--- config.mk ---
export PLATFORM = sky130hd
export DESIGN_NAME = sap_core
export DESIGN_NICKNAME = d
export VERILOG_FILES = /design/src/rtl/sap_cfg_pkg.sv /design/src/rtl/sap_isa_pkg.sv /design/src/rtl/sap_mem_if.sv /design/src/rtl/sap_exec_if.sv /design/src/rtl/sap_memory.sv /design/src/rtl/sap_decode.sv /design/src/rtl/sap_execute.sv /design/src/rtl/sap_core.sv
export SDC_FILE = /design/constraint.sdc
export NUM_CORES = 1
export LEC_CHECK = 0
export BUFFER_PORTS_ARGS = -buffer_cell sky130_fd_sc_hd__buf_2
export CORE_ASPECT_RATIO = 0.7
export CORE_MARGIN = 2
export CORE_UTILIZATION = 50
export CTS_BUF_LIST = sky130_fd_sc_hd__clkbuf_8
export CTS_CLUSTER_SIZE = 14
export DETAILED_ROUTE_END_ITERATION = 8
export PLACE_DENSITY = 0.76
export SLEW_MARGIN = 20
export SYNTH_ARGS = -nofsm -noshare
export SYNTH_HDL_FRONTEND = slang
export SYNTH_SLANG_ARGS = --single-unit
--- constraint.sdc ---
create_clock -name clk -period 4.06 [get_ports clk]
set_input_delay 0.406 -clock clk [delete_from_list [all_inputs] [get_ports clk]]
set_output_delay 0.406 -clock clk [all_outputs]
set_load 0.03 [all_outputs]
--- src/rtl/sap_cfg_pkg.sv ---
////////////////////////////////////////////////////////////////////////////
// sap core sizes and timing
// data, memory word and address widths, memory depth and access latency
////////////////////////////////////////////////////////////////////////////

`default_nettype none

package sap_cfg_pkg;

    localparam int DATA_WIDTH  = 8;   // accumulator and operand
    localparam int WORD_WIDTH  = 16;  // one memory word holds one instruction
    localparam int ADDR_WIDTH  = 4;
    localparam int MEM_DEPTH   = 16;
    localparam int MEM_LATENCY = 3;   // cycles from req rising to ack rising

    // wide enough to count up to the latency
    localparam int LAT_WIDTH   = $clog2(MEM_LATENCY + 1);

    typedef logic [DATA_WIDTH-1:0] data_t;
    typedef logic [WORD_WIDTH-1:0] word_t;
    typedef logic [ADDR_WIDTH-1:0] addr_t;
    typedef logic [ADDR_WIDTH:0]   pc_t;  // top bit set once pc runs off the end

endpackage

`default_nettype wire

--- src/rtl/sap_isa_pkg.sv ---
////////////////////////////////////////////////////////////////////////////
// sap instruction set
// opcodes, alu operations, branch conditions, instruction layout and the
// request kinds passed from decode to execute
////////////////////////////////////////////////////////////////////////////

`default_nettype none

package sap_isa_pkg;

    // instruction bits 15:12, anything not listed is illegal
    typedef enum logic [3:0] {
        OP_NOOP   = 4'd0,
        OP_LOAD   = 4'd1,
        OP_STORE  = 4'd2,
        OP_MOV    = 4'd3,
        OP_ALU    = 4'd4,
        OP_BRANCH = 4'd5,
        OP_OUT    = 4'd6,
        OP_HLT    = 4'd15
    } opcode_e;

    // bits 11:8 of an ALU instruction
    typedef enum logic [3:0] {
        ALU_ADD  = 4'd0,
        ALU_SUB  = 4'd1,
        ALU_AND  = 4'd2,
        ALU_OR   = 4'd3,
        ALU_XOR  = 4'd4,
        ALU_PASS = 4'd5   // acc takes the operand
    } alu_op_e;

    // bits 11:8 of a BRANCH, other codes never branch
    typedef enum logic [3:0] {
        BR_EQ   = 4'd0,
        BR_NEQ  = 4'd1,
        BR_GT   = 4'd2,
        BR_GTEQ = 4'd3,
        BR_LT   = 4'd4,
        BR_LTEQ = 4'd5
    } branch_cond_e;

    typedef struct packed {
        opcode_e    opcode;
        logic [3:0] func;     // alu op or branch condition
        logic [7:0] operand;  // immediate, low nibble is the address
    } instr_t;

    typedef enum logic [1:0] {
        EX_SET_OPERAND,
        EX_RUN_ALU,
        EX_LOAD_OUT,
        EX_RESET_ACC
    } exec_kind_e;

endpackage

`default_nettype wire

--- src/rtl/sap_mem_if.sv ---
////////////////////////////////////////////////////////////////////////////
// memory access bus, four-phase req/ack
// requester holds fields stable while req is high, responder answers
// with ack after the memory latency
////////////////////////////////////////////////////////////////////////////

`default_nettype none

interface sap_mem_if import sap_cfg_pkg::*; ();

    logic  req;
    logic  wen;    // 1 write, 0 read
    addr_t addr;
    word_t wdata;
    logic  ack;
    word_t rdata;  // valid while ack is high on a read

    modport requester (output req, wen, addr, wdata, input ack, rdata);
    modport responder (input req, wen, addr, wdata, output ack, rdata);

endinterface

`default_nettype wire

--- src/rtl/sap_exec_if.sv ---
////////////////////////////////////////////////////////////////////////////
// decode to execute request bus
// four-phase req/ack with a one cycle ack, flags and acc come back
////////////////////////////////////////////////////////////////////////////

`default_nettype none

interface sap_exec_if import sap_cfg_pkg::*, sap_isa_pkg::*; ();

    logic       req;
    exec_kind_e kind;
    alu_op_e    alu_op;
    data_t      operand;
    logic       ack;
    logic       zero;
    logic       overflow;
    data_t      acc;      // read by decode for STORE

    modport issuer (output req, kind, alu_op, operand,
                    input  ack, zero, overflow, acc);
    modport unit   (input  req, kind, alu_op, operand,
                    output ack, zero, overflow, acc);

endinterface

`default_nettype wire

--- src/rtl/sap_memory.sv ---
////////////////////////////////////////////////////////////////////////////
// unified program and data memory
// core accesses go through the req/ack handshake with a fixed latency,
// the program port writes directly in one cycle
////////////////////////////////////////////////////////////////////////////

`default_nettype none

module sap_memory import sap_cfg_pkg::*; (
    input  wire logic  clk,
    input  wire logic  a_reset_n,
    input  wire logic  prog_wen,
    input  wire addr_t prog_addr,
    input  wire word_t prog_data,
    sap_mem_if.responder bus
);

    word_t                mem [MEM_DEPTH];
    logic [LAT_WIDTH-1:0] lat_cnt;
    logic                 access_done;

    // last wait cycle of an access, ack rises on the next edge
    assign access_done = bus.req && !bus.ack &&
                         (lat_cnt == LAT_WIDTH'(MEM_LATENCY - 1));

    ////////////////////////////////////////////////////////////////////////////
    // handshake and latency counter

    always_ff @(posedge clk or negedge a_reset_n) begin
        if (!a_reset_n) begin
            lat_cnt <= '0;
            bus.ack <= 1'b0;
        end else if (bus.ack) begin
            if (!bus.req)
                bus.ack <= 1'b0;  // requester let go, close the cycle
        end else if (access_done) begin
            lat_cnt <= '0;
            bus.ack <= 1'b1;
        end else if (bus.req) begin
            lat_cnt <= lat_cnt + 1'b1;
        end
    end

    ////////////////////////////////////////////////////////////////////////////
    // storage

    always_ff @(posedge clk) begin
        if (access_done) begin
            if (bus.wen)
                mem[bus.addr] <= bus.wdata;  // write lands as ack rises
            else
                bus.rdata <= mem[bus.addr];
        end else if (prog_wen && !bus.req && !bus.ack) begin
            mem[prog_addr] <= prog_data;     // core access has priority
        end
    end

endmodule

`default_nettype wire

--- src/rtl/sap_decode.sv ---
////////////////////////////////////////////////////////////////////////////
// instruction sequencer
// fetch, decode and execute of one instruction at a time, owns the pc,
// the instruction register, branch decisions and the error state
////////////////////////////////////////////////////////////////////////////

`default_nettype none

module sap_decode import sap_cfg_pkg::*, sap_isa_pkg::*; (
    input  wire logic clk,
    input  wire logic a_reset_n,
    input  wire logic start,
    sap_mem_if.requester mem,
    sap_exec_if.issuer   exe,
    input  wire logic prog_wen,
    output logic      halted,
    output logic      error
);

    typedef enum logic [3:0] {
        ST_IDLE,
        ST_FETCH,
        ST_DECODE,
        ST_OPERAND,  // data read for LOAD
        ST_STORE,
        ST_BRANCH,
        ST_EXEC,
        ST_HALTED,
        ST_ERROR
    } state_e;

    state_e state;
    pc_t    pc;
    instr_t ir;
    logic   start_q;
    logic   start_edge;
    logic   br_taken;

    assign start_edge = start && !start_q;
    assign halted     = (state == ST_HALTED);
    assign error      = (state == ST_ERROR);

    // memory fields follow the state, stable while req is high
    assign mem.wen   = (state == ST_STORE);
    assign mem.addr  = (state == ST_FETCH) ? pc[ADDR_WIDTH-1:0] : ir.operand[ADDR_WIDTH-1:0];
    assign mem.wdata = {{(WORD_WIDTH - DATA_WIDTH){1'b0}}, exe.acc};

    ////////////////////////////////////////////////////////////////////////////
    // branch condition

    always_comb begin
        case (branch_cond_e'(ir.func))
            BR_EQ:   br_taken = exe.zero;
            BR_NEQ:  br_taken = !exe.zero;
            BR_GT:   br_taken = !exe.zero && !exe.overflow;
            BR_GTEQ: br_taken = !exe.overflow;
            BR_LT:   br_taken = !exe.zero && exe.overflow;
            BR_LTEQ: br_taken = exe.overflow;
            default: br_taken = 1'b0;
        endcase
    end

    ////////////////////////////////////////////////////////////////////////////
    // state machine, pc and request lines

    always_ff @(posedge clk or negedge a_reset_n) begin
        if (!a_reset_n) begin
            state   <= ST_IDLE;
            pc      <= '0;
            start_q <= 1'b0;
            mem.req <= 1'b0;
            exe.req <= 1'b0;
        end else begin
            start_q <= start;
            case (state)
                ST_IDLE, ST_HALTED: begin
                    if (start_edge && !prog_wen) begin
                        pc    <= '0;
                        state <= ST_EXEC;  // clear acc, operand and flags first
                    end
                end
                ST_FETCH: begin
                    if (!mem.req) begin
                        if (pc == pc_t'(MEM_DEPTH))
                            state <= ST_ERROR;  // ran off the last word
                        else if (!mem.ack)
                            mem.req <= 1'b1;
                    end else if (mem.ack) begin
                        mem.req <= 1'b0;
                        pc      <= pc + 1'b1;
                        state   <= ST_DECODE;
                    end
                end
                ST_DECODE: begin
                    case (ir.opcode)
                        OP_NOOP:               state <= ST_FETCH;
                        OP_LOAD:               state <= ST_OPERAND;
                        OP_STORE:              state <= ST_STORE;
                        OP_MOV, OP_ALU, OP_OUT: state <= ST_EXEC;
                        OP_BRANCH:             state <= ST_BRANCH;
                        OP_HLT:                state <= ST_HALTED;
                        default:               state <= ST_ERROR;
                    endcase
                end
                ST_OPERAND, ST_STORE: begin
                    if (!mem.req && !mem.ack) begin
                        mem.req <= 1'b1;
                    end else if (mem.req && mem.ack) begin
                        mem.req <= 1'b0;
                        state   <= (state == ST_OPERAND) ? ST_EXEC : ST_FETCH;
                    end
                end
                ST_BRANCH: begin
                    if (br_taken)
                        pc <= {1'b0, ir.operand[ADDR_WIDTH-1:0]};
                    state <= ST_FETCH;
                end
                ST_EXEC: begin
                    if (!exe.req && !exe.ack) begin
                        exe.req <= 1'b1;
                    end else if (exe.req && exe.ack) begin
                        exe.req <= 1'b0;
                        state   <= ST_FETCH;
                    end
                end
                default: state <= ST_ERROR;  // ST_ERROR holds until reset
            endcase
        end
    end

    ////////////////////////////////////////////////////////////////////////////
    // instruction register and execute request fields

    always_ff @(posedge clk) begin
        case (state)
            ST_IDLE, ST_HALTED: exe.kind <= EX_RESET_ACC;
            ST_FETCH: begin
                if (mem.req && mem.ack)
                    ir <= mem.rdata;
            end
            ST_DECODE: begin
                exe.alu_op  <= alu_op_e'(ir.func);
                exe.operand <= ir.operand;  // MOV immediate
                case (ir.opcode)
                    OP_ALU:  exe.kind <= EX_RUN_ALU;
                    OP_OUT:  exe.kind <= EX_LOAD_OUT;
                    default: exe.kind <= EX_SET_OPERAND;
                endcase
            end
            ST_OPERAND: begin
                if (mem.req && mem.ack)
                    exe.operand <= mem.rdata[DATA_WIDTH-1:0];
            end
            default: ;
        endcase
    end

endmodule

`default_nettype wire

--- src/rtl/sap_execute.sv ---
////////////////////////////////////////////////////////////////////////////
// execute unit
// accumulator, operand register, alu with zero and overflow flags, and
// the output register
////////////////////////////////////////////////////////////////////////////

`default_nettype none

module sap_execute import sap_cfg_pkg::*, sap_isa_pkg::*; (
    input  wire logic clk,
    input  wire logic a_reset_n,
    sap_exec_if.unit  exe,
    output data_t     out_data,
    output logic      out_valid
);

    data_t               acc;
    data_t               opnd;
    logic                zero_q;
    logic                ovf_q;
    logic                fire;
    logic                alu_hit;
    logic [DATA_WIDTH:0] alu_wide;  // top bit is carry or borrow

    assign fire         = exe.req && !exe.ack;
    assign exe.acc      = acc;
    assign exe.zero     = zero_q;
    assign exe.overflow = ovf_q;

    always_comb begin
        alu_hit = 1'b1;
        case (exe.alu_op)
            ALU_ADD:  alu_wide = {1'b0, acc} + {1'b0, opnd};
            ALU_SUB:  alu_wide = {1'b0, acc} - {1'b0, opnd};
            ALU_AND:  alu_wide = {1'b0, acc & opnd};
            ALU_OR:   alu_wide = {1'b0, acc | opnd};
            ALU_XOR:  alu_wide = {1'b0, acc ^ opnd};
            ALU_PASS: alu_wide = {1'b0, opnd};
            default: begin
                alu_wide = {1'b0, acc};
                alu_hit  = 1'b0;  // unknown op leaves acc and flags alone
            end
        endcase
    end

    always_ff @(posedge clk or negedge a_reset_n) begin
        if (!a_reset_n) begin
            exe.ack   <= 1'b0;
            acc       <= '0;
            opnd      <= '0;
            zero_q    <= 1'b0;
            ovf_q     <= 1'b0;
            out_data  <= '0;
            out_valid <= 1'b0;
        end else begin
            out_valid <= 1'b0;
            if (fire) begin
                exe.ack <= 1'b1;  // act once, as ack rises
                case (exe.kind)
                    EX_SET_OPERAND: opnd <= exe.operand;
                    EX_RUN_ALU: begin
                        if (alu_hit) begin
                            acc    <= alu_wide[DATA_WIDTH-1:0];
                            zero_q <= (alu_wide[DATA_WIDTH-1:0] == '0);
                            ovf_q  <= alu_wide[DATA_WIDTH];
                        end
                    end
                    EX_LOAD_OUT: begin
                        out_data  <= acc;
                        out_valid <= 1'b1;
                    end
                    default: begin  // EX_RESET_ACC, out_data is kept
                        acc    <= '0;
                        opnd   <= '0;
                        zero_q <= 1'b0;
                        ovf_q  <= 1'b0;
                    end
                endcase
            end else if (exe.ack && !exe.req) begin
                exe.ack <= 1'b0;
            end
        end
    end

endmodule

`default_nettype wire

--- src/rtl/sap_core.sv ---
////////////////////////////////////////////////////////////////////////////
// sap core top level
// memory, sequencer and execute unit joined by their buses
////////////////////////////////////////////////////////////////////////////

`default_nettype none

module sap_core import sap_cfg_pkg::*; (
    input  wire logic  clk,
    input  wire logic  a_reset_n,
    input  wire logic  start,
    input  wire logic  prog_wen,    // only while idle or halted
    input  wire addr_t prog_addr,
    input  wire word_t prog_data,
    output wire data_t out_data,
    output wire logic  out_valid,
    output wire logic  halted,
    output wire logic  error
);

    sap_mem_if  mem_bus ();
    sap_exec_if exe_bus ();

    sap_memory u_memory (
        .clk       (clk),
        .a_reset_n (a_reset_n),
        .prog_wen  (prog_wen),
        .prog_addr (prog_addr),
        .prog_data (prog_data),
        .bus       (mem_bus.responder)
    );

    sap_decode u_decode (
        .clk       (clk),
        .a_reset_n (a_reset_n),
        .start     (start),
        .mem       (mem_bus.requester),
        .exe       (exe_bus.issuer),
        .prog_wen  (prog_wen),
        .halted    (halted),
        .error     (error)
    );

    sap_execute u_execute (
        .clk       (clk),
        .a_reset_n (a_reset_n),
        .exe       (exe_bus.unit),
        .out_data  (out_data),
        .out_valid (out_valid)
    );

endmodule

`default_nettype wire

## Yosys cells after proc, flatten, opt, wreduce, memory -nomap -nowiden

Memories as Yosys holds them, arrays and structs flattened. A register that Yosys moved wholly into a read port is not among the register bits.
Index checks and enable logic that the tools add are counted.

- Output and inout bits: 11
- Memories: 2
- Bits of input ports: 24
- Memory bits (writable): 256
- Register bits: 73
- Word-level logic and storage cells: 178
- ROM bits: 64

- Eq/ne operators: 37
- Bitwise logic cells: 7
- Multiplexer cells: 57
- Reductions and logical operators: 51
- $add $sub $neg: 4

Memories:

| name | words | width | read ports | clocked after Yosys merged registers in | write ports | line | text |
|---|---|---|---|---|---|---|---|
| u_memory.mem | 16 | 16 | 1 | 1 | 1 | sap_memory.sv:18 | `word_t mem [MEM_DEPTH];` |
| (name not given) | 16 | 4 | 1 | 1 | 0 | sap_decode.sv:95 | `case (ir.opcode)` |

Operators by type and width:

| kind | number |
|---|---|
| $pmux 9 s6 | 1 |
| $pmux 8 s2 | 3 |
| $mux 4 | 11 |
| $eq 4x3->1 const B | 10 |
| $eq 4x2->1 const B | 6 |
| $mux 1 | 24 |
| $pmux 4 s6 | 1 |
| $mux 5 | 4 |
| $mux 16 | 1 |
| $mux 8 | 2 |
| $reduce_and 2->1 | 8 |
| $reduce_or 16->1 | 1 |
| $pmux 5 s3 | 1 |
| $logic_and 1x1->1 | 14 |
| $ne 2x1->1 const B | 7 |
| $eq 4x1->1 const B | 3 |
| $logic_not 4->1 | 3 |
| $reduce_bool 2->1 | 6 |
| $add 8x8->9 | 1 |
| $sub 8x8->9 | 1 |
| $and 8x8->8 | 1 |
| $logic_not 1->1 | 8 |
| $logic_not 8->1 | 1 |
| $or 8x8->8 | 1 |
| other kinds (24) | 37 |

## Depth between registers and ports, before layout

- Depth after elaboration: 8
- Gate-level depth with buffers: 14
- Gate-level depth less buffers: 13

## Hierarchy

A second synthesis with hierarchy kept.

- Cells, all modules: 970
- Area, all modules: 15,566.2 µm²

By module, submodules not included:

| module | times used | area each (µm²) | sequential area each (µm²) | cells an instance |
|---|---|---|---|---|
| sap_memory | 1 | 10,721.5 | 8,242.9 | 487 |
| sap_decode | 1 | 2,513.7 | 1,281.2 | 211 |
| sap_execute | 1 | 2,331.0 | 700.7 | 272 |

## Worst setup path after synthesis

OpenSTA, ideal clock, no wires.

- Path kind: reg2reg
- From: reg u_decode.state[3]
- To: mem u_memory.mem[0][0] (netlist bit) (enable)
- Data arrival time: 2.865 ns
- Buffers on the path: 4
- Setup slack: 0.806 ns
- Setup time: 0.388 ns
- Clock period less this slack: 3.254 ns
- Cell stages (with the launch flop): 9
- Data required time: 3.672 ns
- Cell sequence: dfrtp_1 -> buf_6 -> nor4b_4 -> buf_2 -> mux2i_1 -> clkbuf_1 -> clkbuf_1 -> a32oi_1 -> nor2_1

- Longest elaborated chain between the ends: 5
- Elaborated cells on any way between the ends: 8
- Those cells by class: eq/ne: 2; mux: 6

RTL lines:

| what | line | text |
|---|---|---|
| start, declared | sap_decode.sv:32 | `state_e state;` |
| start signal, assigned | sap_decode.sv:110 | `state <= (state == ST_OPERAND) ? ST_EXEC : ST_FETCH;` |
| $eq 4x3->1 | sap_decode.sv:44 | `assign mem.wen = (state == ST_STORE);` |
| $mux 1 | sap_memory.sv:49 | `if (bus.wen)` |
| $mux 1 | sap_memory.sv:48 | `if (access_done) begin` |
| $mux 1 (not written as such) | sap_memory.sv:50 | `mem[bus.addr] <= bus.wdata;` |
| $mux 1 (no source line) | -- |  |
| end, declared | sap_memory.sv:18 |  |

Several ways; a longest one is shown, not always the timed one.

## Final worst setup path

- From: reg u_decode.exe.alu_op[1]
- To: reg u_execute.zero_q (netlist: u_execute.exe.zero)

- Longest elaborated chain between the ends: 5
- Elaborated cells on any way between the ends: 14
- Those cells by class: eq/ne: 6; mux: 4; reduce/logical: 4

RTL lines:

| what | line | text |
|---|---|---|
| start, declared | sap_exec_if.sv:19 | `modport issuer (output req, kind, alu_op, operand,` |
| start signal, assigned | sap_decode.sv:142 | `exe.alu_op <= alu_op_e'(ir.func);` |
| $eq 4x3->1, or another cell as far along | sap_execute.sv:32 | `case (exe.alu_op)` |
| $pmux 9 s6 or $reduce_or 6->1 (tied branches) | -- |  |
| $logic_not 8->1 or $mux 1 (tied branches) | sap_execute.sv:64, sap_execute.sv:32 |  |
| $mux 1 or $ne 2x1->1 (tied branches) | -- |  |
| $pmux 1 s2 or $reduce_and 3->1 (tied branches) | -- |  |
| end signal, assigned | sap_execute.sv:64 | `zero_q <= (alu_wide[DATA_WIDTH-1:0] == '0);` |
| end, declared | sap_execute.sv:19 | `logic zero_q;` |

Several ways; a longest one is shown, not always the timed one. The select of a mux whose other input is x is not followed.
A chain may end at the register's enable or synchronous reset.

==> impl_metrics.py <==
metrics = {
    "status": {
        "status": "finished clean",
    },
    "synthesis": {
        "synth-edff-count": 302,
        "avgSynthCellArea_sq_um": 13.42,
        "syn_area_sq_mm": 0.01511,
        "ys.flop_type": "edfxtp_1",
        "synth_seq_cells": 349,
        "yosys_warnings": 0,
        "synth.net_count": 1184,
        "ys_seq_area_share_pct": 67.67,
        "synth_cells": 1126,
        "ys_types": 67,
        "async_flop_share_pct": 12.32,
    },
    "timing": {
        "drv_slew": 0,
        "fin_worst_skew_ns": 0.03977,
        "fin_setup_tns_ns": 0,
        "grt_setup_unrepaired": "false",
        "slew_headroom_pct": 26.42,
        "finalCritPeriodShare_pct": 85.86,
        "final.min_clock_period_ns": 3.486,
        "hold_viol": 0,
        "setup_violations": 0,
        "hold_slack_ns": 0.3353,
        "fmax_mhz": 286.9,
        "worst_slew_pin_slew_ns": 1.104,
    },
    "cts": {
        "clk_latency_ns": 0.61,
        "htreeDepth": 2,
        "clk_pin_slew_ns": 0.07,
        "ctsResizeCount": 0,
        "cts_buffer_depth": 3,
        "clock-sinks": 349,
        "cts_root_buffer": "clkbuf_8",
        "cts_buffers": 50,
        "cts_tree": "yes",
    },
    "floorplanning": {
        "die_area_sq_mm": 0.03165,
        "die_x_microns": 211.8,
        "fp.dieH_microns": 149.4,
        "io_pins": 35,
        "core_sq_mm": 0.02991,
        "row_count": 53,
        "start_util_pct": 50.53,
    },
    "detailed_routing": {
        "drtIter0Drc": 1230,
        "dr.pass1.iters": 5,
        "ant_nets": 0,
        "routedWlPerCell_microns": 21.77,
        "drt_wl_total_microns": 36280,
        "post-route-drc-count": 0,
        "vias_per_cell": 5.874,
        "vias": 9786,
    },
    "cells_and_area": {
        "most-common-layout-cells": "edfxtp_1 (302), nand2_1 (200), nand3_1 (72), nor2_1 (58), inv_1 (54)",
        "final_layout_size_suffix_gt1_share_pct": 16.76,
        "area_growth_pct": 12.70,
        "final_common_cell": "edfxtp_1",
        "fillCellCount": 2359,
        "nets": 1269,
        "instances_no_fill": 1666,
    },
    "hold_path": {
        "min_path_type": "in2async",
    },
    "job": {
        "cap_violations": 0,
    },
    "global_routing": {
        "grt_max_degree": 65,
        "antenna_found_initial": 0,
        "grtUsageTotal_pct": 23.52,
        "grt.overflow.total": 0,
        "first_global_vias": 9379,
        "grt_pass1_wl_microns": 55120,
    },
    "placement": {
        "routabilityCongestion": 0.9511,
        "dpl.hpwl_microns": 23600,
        "dp_cells": 1569,
        "io_buffers": 34,
    },
    "setup_path": {
        "cp-end-kind": "flip-flop",
        "criticalPathCategory": "reg2reg",
        "arrival_ns": 4.04,
        "cp-start-kind": "flip-flop",
        "ff2ff_path_depth": 10,
        "crit_path_max_fanout": 8,
        "crit_required_ns": 4.61,
    },
    "power": {
        "pwr-share-seq_pct": 56.9,
        "p_int_mw": 5.448,
        "switching_share_pct": 21.05,
        "clkPwrFrac_pct": 41.2,
        "p_leak_nw": 6.173,
        "combPwrFrac_pct": 1.8,
        "powerDensity_mw_per_mm2": 405.2,
        "total_power_mw": 6.901,
        "power_switching_mw": 1.453,
        "peakVddDrop_uv": 225.6,
    },
}
-- cell usage after synthesis, types with 4 or more instances --
library cell / n / area (sq um)
nor2_1: 58 / 217.7
nand2_1: 200 / 750.7
and3_1: 10 / 62.56
nor4_1: 4 / 25.02
dfxtp_1: 4 / 80.08
edfxtp_1: 302 / 9069
dfrtp_1: 43 / 1076
o21ai_1: 13 / 65.06
mux2i_1: 9 / 90.09
a21oi_1: 29 / 145.1
nor2b_1: 7 / 43.79
a21o_1: 6 / 45.04
nand4_1: 18 / 112.6
buf_2: 11 / 55.05
o22ai_1: 5 / 31.28
buf_6: 4 / 45.04
nand3_1: 72 / 360.4
nand2b_1: 12 / 75.07
a22oi_1: 20 / 150.1
mux2_2: 19 / 214.0
o21ai_0: 55 / 275.3
ha_1: 33 / 412.9
mux4_2: 32 / 720.7
clkbuf_1: 33 / 123.9
inv_1: 35 / 131.4
o31ai_1: 6 / 45.04
nor3_1: 11 / 55.05
xnor2_1: 9 / 78.83
a31oi_1: 8 / 50.05
-- layer usage --
layer	track usage, %	wire (microns)	vias up
li1	-	-	4398
met1	36.73	16320	4819
met2	33.45	15360	498
met3	4.806	3795	71
met4	6.620	804	0
met5	0	0	-
-- metrics by stage --
| stage | instance area (sq um) | util (%) | setup slack, ns |
|---|---|---|---|
| 6_report | 17030 | 56.94 | 0.5739 |
| 3_3_place_gp | 15960 | 53.37 | 0.6848 |
| 5_1_grt | 17030 | 56.93 | 0.3514 |
| 2_1_floorplan | 15110 | - | 0.8061 |
| 3_5_place_dp | 15960 | 53.37 | 0.6645 |
| 4_1_cts | 17000 | 56.83 | 0.6402 |
-- sequential cells by signal, indices dropped and copies added, names as in the netlist, 5 cells and up, named ones only --
name	count
u_memory.bus.rdata	16
u_execute.out_data	8
u_execute.exe.acc	8
u_execute.opnd	8
u_decode.pc	5
u_decode.ir	16
u_decode.exe.operand	8
u_memory.mem	256
-- worst max-delay path: stages (launching register included) --
cell	delay, ns
edfxtp_1	0.39
nor3_1	0.63
nand2_1	0.33
a21o_1	0.28
fa_1	0.40
xor2_1	0.15
a221o_1	0.16
o311ai_0	0.20
a2111o_1	0.44
nor4_1	0.25
a32o_1	0.21
-- worst paths after layout --
path                                                  start                               end  slack (ns)
max in group asynchronous                         a_reset_n   u_memory.lat_cnt[0]$_DFFE_PN0P_        3.29
min in group clk                               prog_data[7]      u_memory.mem[1][7]$_DFFE_PP_        0.38
min reg2reg                u_memory.bus.rdata[11]$_DFFE_PP_         u_decode.ir[11]$_DFFE_PP_        0.46
min                                               a_reset_n  u_execute.exe.acc[4]$_DFFE_PN0P_        0.34
max reg2reg                u_decode.exe.alu_op[1]$_DFFE_PP_    u_execute.exe.zero$_DFFE_PN0P_        0.57
max                        u_decode.exe.alu_op[1]$_DFFE_PP_    u_execute.exe.zero$_DFFE_PN0P_        0.57
-- cell type report --
class                           count  area (sq um)  share of cell area, %
Antenna cell                        1         2.502                0.01469
Clock buffer                       51         701.9                  4.122
Multi-Input combinational cell    691          4574                  26.86
Sequential cell                   349         10220                  60.04
Timing Repair Buffer               84         565.5                  3.321
Inverter                           35         131.4                 0.7714
Tap cell                          412         515.5                  3.027
Clock inverter                     43         314.1                  1.844
-- kinds of logic after synthesis --
logic type,share of synthesized area [%]
AO/OA/AOI/OAI,7.154
XOR/XNOR,0.6956
adder cells (fa/ha/maj),2.865
buffers and inverters,2.476
flip-flops,67.67
multiplexers,6.782
AND/OR/NAND/NOR,12.36
-- power groups by stage --
| stage | combinational (mW) | sequential, mW | clock (mW) |
|---|---|---|---|
| 2_1_floorplan | 0.0534 | 4.00 | 0 |
| 3_3_place_gp | 0.119 | 4.00 | 0 |
| 3_5_place_dp | 0.123 | 4.00 | 0 |
| 4_1_cts | 0.125 | 3.93 | 2.89 |
| 5_1_grt | 0.138 | 3.93 | 3.03 |
| 6_report | 0.126 | 3.93 | 2.85 |
-- what timing repair did --
| action | in CTS | in global routing |
|---|---|---|
| setup buffers | 0 | 0 |
| hold buffers | 2 | 0 |
| endpoints found under the hold margin | 29 | 0 |
Power figures use the tool's default switching activity.
